### config.mk
export PLATFORM = sky130hd
export DESIGN_NAME = sd_spi_controller
export DESIGN_NICKNAME = d
export VERILOG_FILES = /design/src/hdl/sd_spi_pkg.sv /design/src/hdl/sd_spi_byte_engine.sv /design/src/hdl/sd_cmd_sequencer.sv /design/src/hdl/sd_spi_controller.sv
export VERILOG_INCLUDE_DIRS = /design/src /design/src/hdl
export SDC_FILE = /design/constraint.sdc
export NUM_CORES = 1
export LEC_CHECK = 0
export BUFFER_PORTS_ARGS = -buffer_cell sky130_fd_sc_hd__buf_2
export CORE_MARGIN = 2
export CORE_UTILIZATION = 25
export DETAILED_ROUTE_END_ITERATION = 12
export PLACE_DENSITY_LB_ADDON = 0.25
export SETUP_SLACK_MARGIN = 0.4
export SLEW_MARGIN = 20
export SYNTH_ARGS = -nofsm -noshare
export SYNTH_HDL_FRONTEND = slang
export SYNTH_SLANG_ARGS = --single-unit
### constraint.sdc
create_clock -name clk -period 3.3 [get_ports clk]
set_input_delay 0.165 -clock clk [delete_from_list [all_inputs] [get_ports clk]]
set_output_delay 0.165 -clock clk [all_outputs]
set_load 0.02 [all_outputs]
### src/hdl/sd_spi_consts.svh
`ifndef SD_SPI_CONSTS_SVH
`define SD_SPI_CONSTS_SVH

// Start-of-block token sent by the card ahead of a read payload.
`define SD_DATA_TOKEN 8'hFE

// MOSI filler while the host only clocks, and the MISO level of an idle card.
`define SD_IDLE_BYTE 8'hFF

// Byte counts for the phases of one transaction.
`define SD_PRE_CMD_IDLE_BYTES 10
`define SD_CMD_BYTES 6
`define SD_BLOCK_BYTES 512
`define SD_CRC_BYTES 2
`define SD_EXTRA_RESP_BYTES 4

// Poll limits, counted in whole bytes.
`define SD_CMD_RESP_TIMEOUT_BYTES 255
`define SD_READ_TOKEN_TIMEOUT_BYTES 16384

// R1 value reported when the data token never shows up.
`define SD_TOKEN_TIMEOUT_CODE 8'h05

`endif

### src/hdl/sd_spi_pkg.sv
package sd_spi_pkg;

    // One byte on the SPI wires.
    typedef logic [7:0] sd_byte_t;

    // Six-byte command or response frame.
    // Byte i sits at bits 8i+7 down to 8i, so index 0 is the first byte on the wire.
    typedef logic [47:0] sd_frame_t;

    // Phases of one command transaction.
    typedef enum logic [3:0] {
        IDLE,
        PRE_IDLE,
        SEND_CMD,
        WAIT_R1,
        READ_RESP,
        WAIT_TOKEN,
        READ_DATA,
        READ_CRC,
        DONE
    } sd_seq_state_t;

endpackage

### src/hdl/sd_spi_byte_engine.sv
`timescale 1ns/1ps

module sd_spi_byte_engine (
    input  logic                clk,
    input  logic                rst_n,
    input  logic                clk_en,
    input  logic                byte_start,
    input  sd_spi_pkg::sd_byte_t tx_byte,
    input  logic                cs_hold,
    input  logic                spi_miso,
    output logic                byte_done,
    output sd_spi_pkg::sd_byte_t rx_byte,
    output logic                spi_cs,
    output logic                spi_clk,
    output logic                spi_mosi
);

    logic                 active;
    logic                 phase;
    logic                 done_q;
    logic [2:0]           bit_cnt;
    sd_spi_pkg::sd_byte_t tx_shift;
    sd_spi_pkg::sd_byte_t rx_shift;

    // The done flag waits for the next enabled step, so the strobe never shows
    // on a frozen cycle and a new byte can start right on it.
    assign byte_done = done_q & clk_en;
    assign rx_byte   = rx_shift;

    // The start step already performs the low phase of bit 7.
    // After that, phases alternate low and high until bit 0 has been sampled.
    always_ff @(posedge clk) begin
        if (!rst_n) begin
            active   <= 1'b0;
            phase    <= 1'b0;
            done_q   <= 1'b0;
            bit_cnt  <= 3'd0;
            spi_cs   <= 1'b1;
            spi_clk  <= 1'b0;
            spi_mosi <= 1'b1;
        end else if (clk_en) begin
            done_q <= 1'b0;
            if (byte_start) begin
                active   <= 1'b1;
                phase    <= 1'b1;
                bit_cnt  <= 3'd0;
                spi_cs   <= cs_hold;
                spi_clk  <= 1'b0;
                spi_mosi <= tx_byte[7];
            end else if (active && !phase) begin
                spi_clk  <= 1'b0;
                spi_mosi <= tx_shift[7];
                phase    <= 1'b1;
            end else if (active) begin
                spi_clk <= 1'b1;
                phase   <= 1'b0;
                bit_cnt <= bit_cnt + 3'd1;
                if (bit_cnt == 3'd7) begin
                    active <= 1'b0;
                    done_q <= 1'b1;
                end
            end else begin
                // Between transactions the bus parks with the clock low.
                spi_cs   <= cs_hold;
                spi_clk  <= 1'b0;
                spi_mosi <= 1'b1;
            end
        end
    end

    always_ff @(posedge clk) begin
        if (clk_en) begin
            if (byte_start) begin
                tx_shift <= {tx_byte[6:0], 1'b0};
            end else if (active && !phase) begin
                tx_shift <= {tx_shift[6:0], 1'b0};
            end
            // MISO is taken on the same step that raises SCK.
            if (active && phase && !byte_start) begin
                rx_shift <= {rx_shift[6:0], spi_miso};
            end
        end
    end

    // The sequencer may only chain a byte on the done step, never mid-byte.
    a_no_overlap: assert property (@(posedge clk) disable iff (!rst_n)
        byte_start |-> !active)
        else $error("byte_start while a byte is still shifting");

endmodule

### src/hdl/sd_cmd_sequencer.sv
`timescale 1ns/1ps

`include "sd_spi_consts.svh"

module sd_cmd_sequencer (
    input  logic                 clk,
    input  logic                 rst_n,
    input  logic                 clk_en,
    input  logic                 start,
    input  sd_spi_pkg::sd_frame_t cmd_in,
    input  logic                 byte_done,
    input  sd_spi_pkg::sd_byte_t  rx_byte,
    output logic                 byte_start,
    output sd_spi_pkg::sd_byte_t  tx_byte,
    output logic                 cs_hold,
    output sd_spi_pkg::sd_frame_t resp,
    output logic                 resp_valid,
    output sd_spi_pkg::sd_byte_t  data_byte,
    output logic                 data_valid,
    output logic                 busy,
    output logic                 done
);

    sd_spi_pkg::sd_seq_state_t state;
    sd_spi_pkg::sd_seq_state_t next_phase;
    sd_spi_pkg::sd_frame_t     cmd_q;

    logic [14:0] cnt;
    logic        is_extra;
    logic        is_read;
    logic        accept;
    logic        idle_byte;
    logic        finish;
    logic        phase_end;
    logic        r1_hit;
    logic        token_hit;
    logic        pre_last;
    logic        cmd_last;
    logic        r1_timeout;
    logic        resp_last;
    logic        token_timeout;
    logic        data_last;
    logic        crc_last;

    assign accept    = clk_en && start && (state == sd_spi_pkg::IDLE);
    assign busy      = (state != sd_spi_pkg::IDLE);
    assign r1_hit    = (rx_byte != `SD_IDLE_BYTE);
    assign token_hit = (rx_byte == `SD_DATA_TOKEN);

    // One counter serves every phase. It restarts at zero on each phase change.
    assign pre_last      = (cnt == 15'(`SD_PRE_CMD_IDLE_BYTES - 1));
    assign cmd_last      = (cnt == 15'(`SD_CMD_BYTES - 1));
    assign r1_timeout    = (cnt == 15'(`SD_CMD_RESP_TIMEOUT_BYTES - 1));
    assign resp_last     = (cnt == 15'(`SD_EXTRA_RESP_BYTES - 1));
    assign token_timeout = (cnt == 15'(`SD_READ_TOKEN_TIMEOUT_BYTES - 1));
    assign data_last     = (cnt == 15'(`SD_BLOCK_BYTES - 1));
    assign crc_last      = (cnt == 15'(`SD_CRC_BYTES - 1));

    // Decide, on each finished byte, whether the transaction ends, moves to
    // another phase, or stays where it is.
    always_comb begin
        finish     = 1'b0;
        phase_end  = 1'b0;
        next_phase = state;
        if (byte_done) begin
            case (state)
                sd_spi_pkg::PRE_IDLE: begin
                    phase_end  = pre_last;
                    next_phase = sd_spi_pkg::SEND_CMD;
                end
                sd_spi_pkg::SEND_CMD: begin
                    phase_end  = cmd_last;
                    next_phase = sd_spi_pkg::WAIT_R1;
                end
                sd_spi_pkg::WAIT_R1: begin
                    finish     = r1_hit ? (!is_extra && !is_read) : r1_timeout;
                    phase_end  = r1_hit;
                    next_phase = is_extra ? sd_spi_pkg::READ_RESP : sd_spi_pkg::WAIT_TOKEN;
                end
                sd_spi_pkg::READ_RESP: begin
                    finish = resp_last;
                end
                sd_spi_pkg::WAIT_TOKEN: begin
                    finish     = !token_hit && token_timeout;
                    phase_end  = token_hit;
                    next_phase = sd_spi_pkg::READ_DATA;
                end
                sd_spi_pkg::READ_DATA: begin
                    phase_end  = data_last;
                    next_phase = sd_spi_pkg::READ_CRC;
                end
                sd_spi_pkg::READ_CRC: begin
                    finish = crc_last;
                end
                default: begin
                    finish = 1'b0;
                end
            endcase
        end
    end

    // Bytes run back to back: the next one starts on the done step of the last.
    assign byte_start = accept || (byte_done && !finish);

    // CS stays high for the pre-command filler and whenever no byte is starting.
    assign idle_byte = (state == sd_spi_pkg::IDLE) ||
                       ((state == sd_spi_pkg::PRE_IDLE) && !pre_last);
    assign cs_hold   = idle_byte || !byte_start;

    // The latched frame shifts down a byte per sent byte, so the next
    // command byte always sits in bits 15:8.
    assign tx_byte = ((state == sd_spi_pkg::PRE_IDLE) && pre_last)  ? cmd_q[7:0]  :
                     ((state == sd_spi_pkg::SEND_CMD) && !cmd_last) ? cmd_q[15:8] :
                     `SD_IDLE_BYTE;

    always_ff @(posedge clk) begin
        if (!rst_n) begin
            state    <= sd_spi_pkg::IDLE;
            cnt      <= 15'd0;
            is_extra <= 1'b0;
            is_read  <= 1'b0;
        end else if (clk_en) begin
            case (state)
                sd_spi_pkg::IDLE: begin
                    if (start) begin
                        state    <= sd_spi_pkg::PRE_IDLE;
                        cnt      <= 15'd0;
                        is_extra <= (cmd_in[5:0] == 6'd8) || (cmd_in[5:0] == 6'd58);
                        is_read  <= (cmd_in[5:0] == 6'd17);
                    end
                end
                sd_spi_pkg::DONE: begin
                    state <= sd_spi_pkg::IDLE;
                end
                default: begin
                    if (byte_done) begin
                        cnt <= cnt + 15'd1;
                        if (finish) begin
                            state <= sd_spi_pkg::DONE;
                        end else if (phase_end) begin
                            state <= next_phase;
                            cnt   <= 15'd0;
                        end
                    end
                end
            endcase
        end
    end

    always_ff @(posedge clk) begin
        if (accept) begin
            cmd_q <= cmd_in;
            resp  <= '0;
        end
        if (byte_done) begin
            case (state)
                sd_spi_pkg::SEND_CMD: begin
                    cmd_q <= cmd_q >> 8;
                end
                sd_spi_pkg::WAIT_R1: begin
                    // A poll that times out reads 0xFF, which is the code to report.
                    resp[7:0] <= rx_byte;
                end
                sd_spi_pkg::READ_RESP: begin
                    // Trailing bytes enter at the top and settle at indices 1 to 4.
                    resp[39:8] <= {rx_byte, resp[39:16]};
                end
                sd_spi_pkg::WAIT_TOKEN: begin
                    if (!token_hit && token_timeout) begin
                        resp[7:0] <= `SD_TOKEN_TIMEOUT_CODE;
                    end
                end
                sd_spi_pkg::READ_DATA: begin
                    data_byte <= rx_byte;
                end
                default: begin
                end
            endcase
        end
    end

    // Output strobes last exactly one clock, even if clk_en drops after them.
    always_ff @(posedge clk) begin
        if (!rst_n) begin
            done       <= 1'b0;
            resp_valid <= 1'b0;
            data_valid <= 1'b0;
        end else begin
            done       <= finish;
            resp_valid <= finish;
            data_valid <= byte_done && (state == sd_spi_pkg::READ_DATA);
        end
    end

    a_done_pair: assert property (@(posedge clk) disable iff (!rst_n)
        (done || resp_valid) |-> (done && resp_valid && !byte_done))
        else $error("done and resp_valid out of step");

    a_data_phase: assert property (@(posedge clk) disable iff (!rst_n)
        data_valid |-> (is_read && ((state == sd_spi_pkg::READ_DATA) ||
                                    (state == sd_spi_pkg::READ_CRC))))
        else $error("data_valid outside the data phase");

endmodule

### src/hdl/sd_spi_controller.sv
`timescale 1ns/1ps

module sd_spi_controller (
    input  logic                 clk,
    input  logic                 rst_n,
    input  logic                 clk_en,
    input  logic                 start,
    input  sd_spi_pkg::sd_frame_t cmd_in,
    input  logic                 spi_miso,
    output sd_spi_pkg::sd_frame_t resp,
    output logic                 resp_valid,
    output sd_spi_pkg::sd_byte_t  data_byte,
    output logic                 data_valid,
    output logic                 busy,
    output logic                 done,
    output logic                 spi_cs,
    output logic                 spi_clk,
    output logic                 spi_mosi
);

    // Byte-level handshake between the FSM and the shifter.
    logic                 byte_start;
    logic                 byte_done;
    logic                 cs_hold;
    sd_spi_pkg::sd_byte_t tx_byte;
    sd_spi_pkg::sd_byte_t rx_byte;

    sd_cmd_sequencer i_seq (
        .clk        (clk),
        .rst_n      (rst_n),
        .clk_en     (clk_en),
        .start      (start),
        .cmd_in     (cmd_in),
        .byte_done  (byte_done),
        .rx_byte    (rx_byte),
        .byte_start (byte_start),
        .tx_byte    (tx_byte),
        .cs_hold    (cs_hold),
        .resp       (resp),
        .resp_valid (resp_valid),
        .data_byte  (data_byte),
        .data_valid (data_valid),
        .busy       (busy),
        .done       (done)
    );

    sd_spi_byte_engine i_engine (
        .clk        (clk),
        .rst_n      (rst_n),
        .clk_en     (clk_en),
        .byte_start (byte_start),
        .tx_byte    (tx_byte),
        .cs_hold    (cs_hold),
        .spi_miso   (spi_miso),
        .byte_done  (byte_done),
        .rx_byte    (rx_byte),
        .spi_cs     (spi_cs),
        .spi_clk    (spi_clk),
        .spi_mosi   (spi_mosi)
    );

endmodule

==> results.tsv <==
metric	value	unit
worst_setup_path_end_kind	flip-flop	
drive_above_1_share	0.227	
rows	56	
ctsHtreeMaxLevel	4	
gr-usage-met1	0.166	
viasPerCell	4.55	
maxCapViolCount	0	
yosys_warnings	0	
antenna_found_initial	2	
routed_wl	15500	um
syn_avg_cell_area	9.71	um2
status	finished clean	
grt_overflow	0	
worst_pin_slew	0.929	ns
grt_pass1_wl	25500	um
tns	0	ns
cp.required	3.63	ns
cts_tree	built	
netlist.area_leader.share	0.401	
ys_seq_area_frac	0.517	
setup_viol	0	
slew_headroom	0.374	
finalCritPeriodShare	0.811	
cts_buffers	17	
drc	0	
worstSetupPathType	reg2reg	
synth_cells	617	
async_flop_share	0	
start_kind	flip-flop	
io_buffer_count	107	
finalHoldViolations	0	
clk_path_buf_depth	2	
cpPeakStageDelay	0.55	ns
final_max_slew_viol_count	0	
cts_root_buffer	clkbuf_16	
ys_ff_latch	143	
drt_first_iter_violations	252	
use_met2	0.187	
numClockSinks	143	
fp.dieW	159	um
yosysTopAreaCell	dfxtp_1	
fmax	374	MHz
fp.dieH	159	um
synth_edf_count	23	
syn_area	5990	um2
synthTopCellsByArea	dfxtp_1, edfxtp_1, mux2i_1, nand2_1, a22o_1	
synth_cell_types	58	
dieArea	25200	um2
clk_latency	0.41	ns
nNetsFinal	775	
synth-main-ff-cell	dfxtp_1	
io_pins	116	
drt-pass1-iter-count	4	
hpwl	11100	um
busiest_layer	met2	
min_period	2.67	ns
p_total	4.26	mW
cp_data_arrival_time	3.01	ns
grt_pass1_vias	4693	
drtAntennaViolNets	0	
fin_skew	0.0133	ns
vias	4779	
rsz0062_at_grt	true	
worstHoldPathType	in2reg	
powerDensity	566	nW/um2
wl_per_cell	14.8	um
crit_chain	nor4_2 > nand4_1 > or4_1 > and3_1 > o21ai_0 > o221a_2 > mux2i_1	
syn2layout_area_growth	25.7	%
worst_path_max_delay_cell	or4_1	
core-area	23500	um2
clkTransAtPathRegs	0.06	ns
cp_max_fo	9	
peakVddDrop	0.290	mV
track_usage	0.125	
start_util	0.255	
leakagePower	2.94	nW
reg2reg_slack	0.63	ns
use_met3	0.0428	
gp_congestion	0.778	
grt_max_degree	51	
[worst max-delay path: cells and delay by family (launching register included)]
| kind | cells | cell delay [ns] |
|---|---|---|
| AOI/OAI and AO/OA | 2 | 0.54 |
| and+or+nand+nor | 4 | 1.46 |
| muxes | 1 | 0.18 |
| DFF | 1 | 0.40 |
[power by group]
group / internal, mW / switching (mW)
sequential: 1.92 / 0.0895
combinational: 0.144 / 0.158
clock: 1.16 / 0.791
[per-layer routing]
metal	share of wire	up-vias
li1	-	2435
met1	0.48	2239
met4	0.0094	2
met3	0.057	11
met2	0.45	92
met5	0.00052	-
[cells in the final DEF (no fill, tap or decap), types with 5 or more instances in the layout]
cell,count
buf_2,107
o22ai_1,9
a22o_1,38
nand3_1,14
conb_1,8
edfxtp_1,23
clkinv_4,5
inv_1,11
o21ai_0,52
dlygate4sd3_1,9
dfxtp_1,118
nand4_1,9
clkbuf_16,18
o21ai_1,13
nor2_1,24
nand2b_1,5
a22oi_1,5
a21oi_1,22
and3_1,8
ha_1,5
nor3_1,10
nand2_1,90
mux2i_1,49
buf_4,6
[synthesized netlist by cell type (2+ instances only)]
cell,count
xor2_1,4
nand4_1,9
nand2b_1,5
dfxtp_1,120
and4_2,2
o21ai_0,52
or2_2,2
mux2i_1,49
clkbuf_1,28
a22o_1,38
nand3b_1,2
buf_4,10
edfxtp_1,23
nand4bb_1,2
nand2_1,90
nor3_1,10
buf_1,3
nor2_1,26
nor4_1,6
and2_1,2
or3_1,4
nor4bb_1,2
o21ai_1,13
buf_2,6
ha_1,5
buf_6,3
inv_1,11
o211ai_1,2
nand3_1,14
and3_1,9
o31a_1,3
a22oi_1,5
or4_1,2
o22ai_1,9
a21oi_1,22
a211oi_1,2
[logic make-up (layout without fill, tap and decap cells)]
| family | after synthesis | in the layout | share of synthesized area |
|---|---|---|---|
| AND/OR/NAND/NOR | 193 | 193 | 0.158 |
| AO/OA/AOI/OAI | 159 | 159 | 0.175 |
| other | 1 | 10 | 0.000626 |
| flip-flops | 143 | 143 | 0.517 |
| multiplexers | 49 | 49 | 0.0819 |
| buffers and inverters | 62 | 168 | 0.0504 |
| XOR/XNOR | 5 | 5 | 0.00731 |
| adder cells (fa/ha/maj) | 5 | 5 | 0.0104 |
[through the flow]
step | cells | util | hold slack [ns] | instance area, um2 | setup slack [ns]
after floorplan | 624 | - | 0.264 | 6010 | 0.437
after global placement | 1007 | 0.289 | 0.345 | 6790 | 0.604
after detailed placement | 1007 | 0.289 | 0.346 | 6790 | 0.513
after CTS | 1048 | 0.319 | 0.00362 | 7490 | 0.508
after global routing | 1049 | 0.320 | 0.0142 | 7520 | 0.389
final | 1051 | 0.321 | 0.0201 | 7520 | 0.625
[sequential cells by signal, summed over array words and instances (netlist names)]
name and flops:
i_seq.cmd_q 48, i_seq.resp 40, i_seq.cnt 15, i_engine.rx_byte 8, i_seq.data_byte 8, i_engine.tx_shift 7
i_seq.state 4, i_engine.bit_cnt 3, i_engine.active 1, i_engine.done_q 1, i_engine.phase 1, i_engine.spi_clk 1
i_engine.spi_cs 1, i_engine.spi_mosi 1, i_seq.data_valid 1, i_seq.is_extra 1, i_seq.is_read 1, i_seq.resp_valid 1
[final timing paths]
| check | start | endpoint | cells after the start |
|---|---|---|---|
| setup / recovery | i_seq.cnt[4] | i_seq.state[2] | 7 |
| hold / removal | cmd_in[42] | i_seq.cmd_q[42] | 3 |
| setup reg to reg | i_seq.cnt[4] | i_seq.state[2] | 7 |
| hold reg to reg | i_seq.cmd_q[21] | i_seq.cmd_q[13] | 2 |
[timing repair]
| item | 4_1_cts | 5_1_grt |
|---|---|---|
| hold endpoints to repair | 9 | 0 |
| gates resized for setup | 0 | 4 |
| hold buffers | 9 | 0 |
| setup buffers | 0 | 1 |
| endpoints found under the setup margin | 0 | 39 |
[cell type report]
type / instances / area (um2)
fillers: 2453 / 15900
diodes: 2 / 5.00
repair buffers: 125 / 731
multi-input cells: 419 / 2640
clock buffers: 21 / 492
clock inverters: 11 / 118
inverters: 11 / 41.3
well taps: 319 / 399
flip-flops and latches: 143 / 3100
Power figures use the tool's default switching activity.
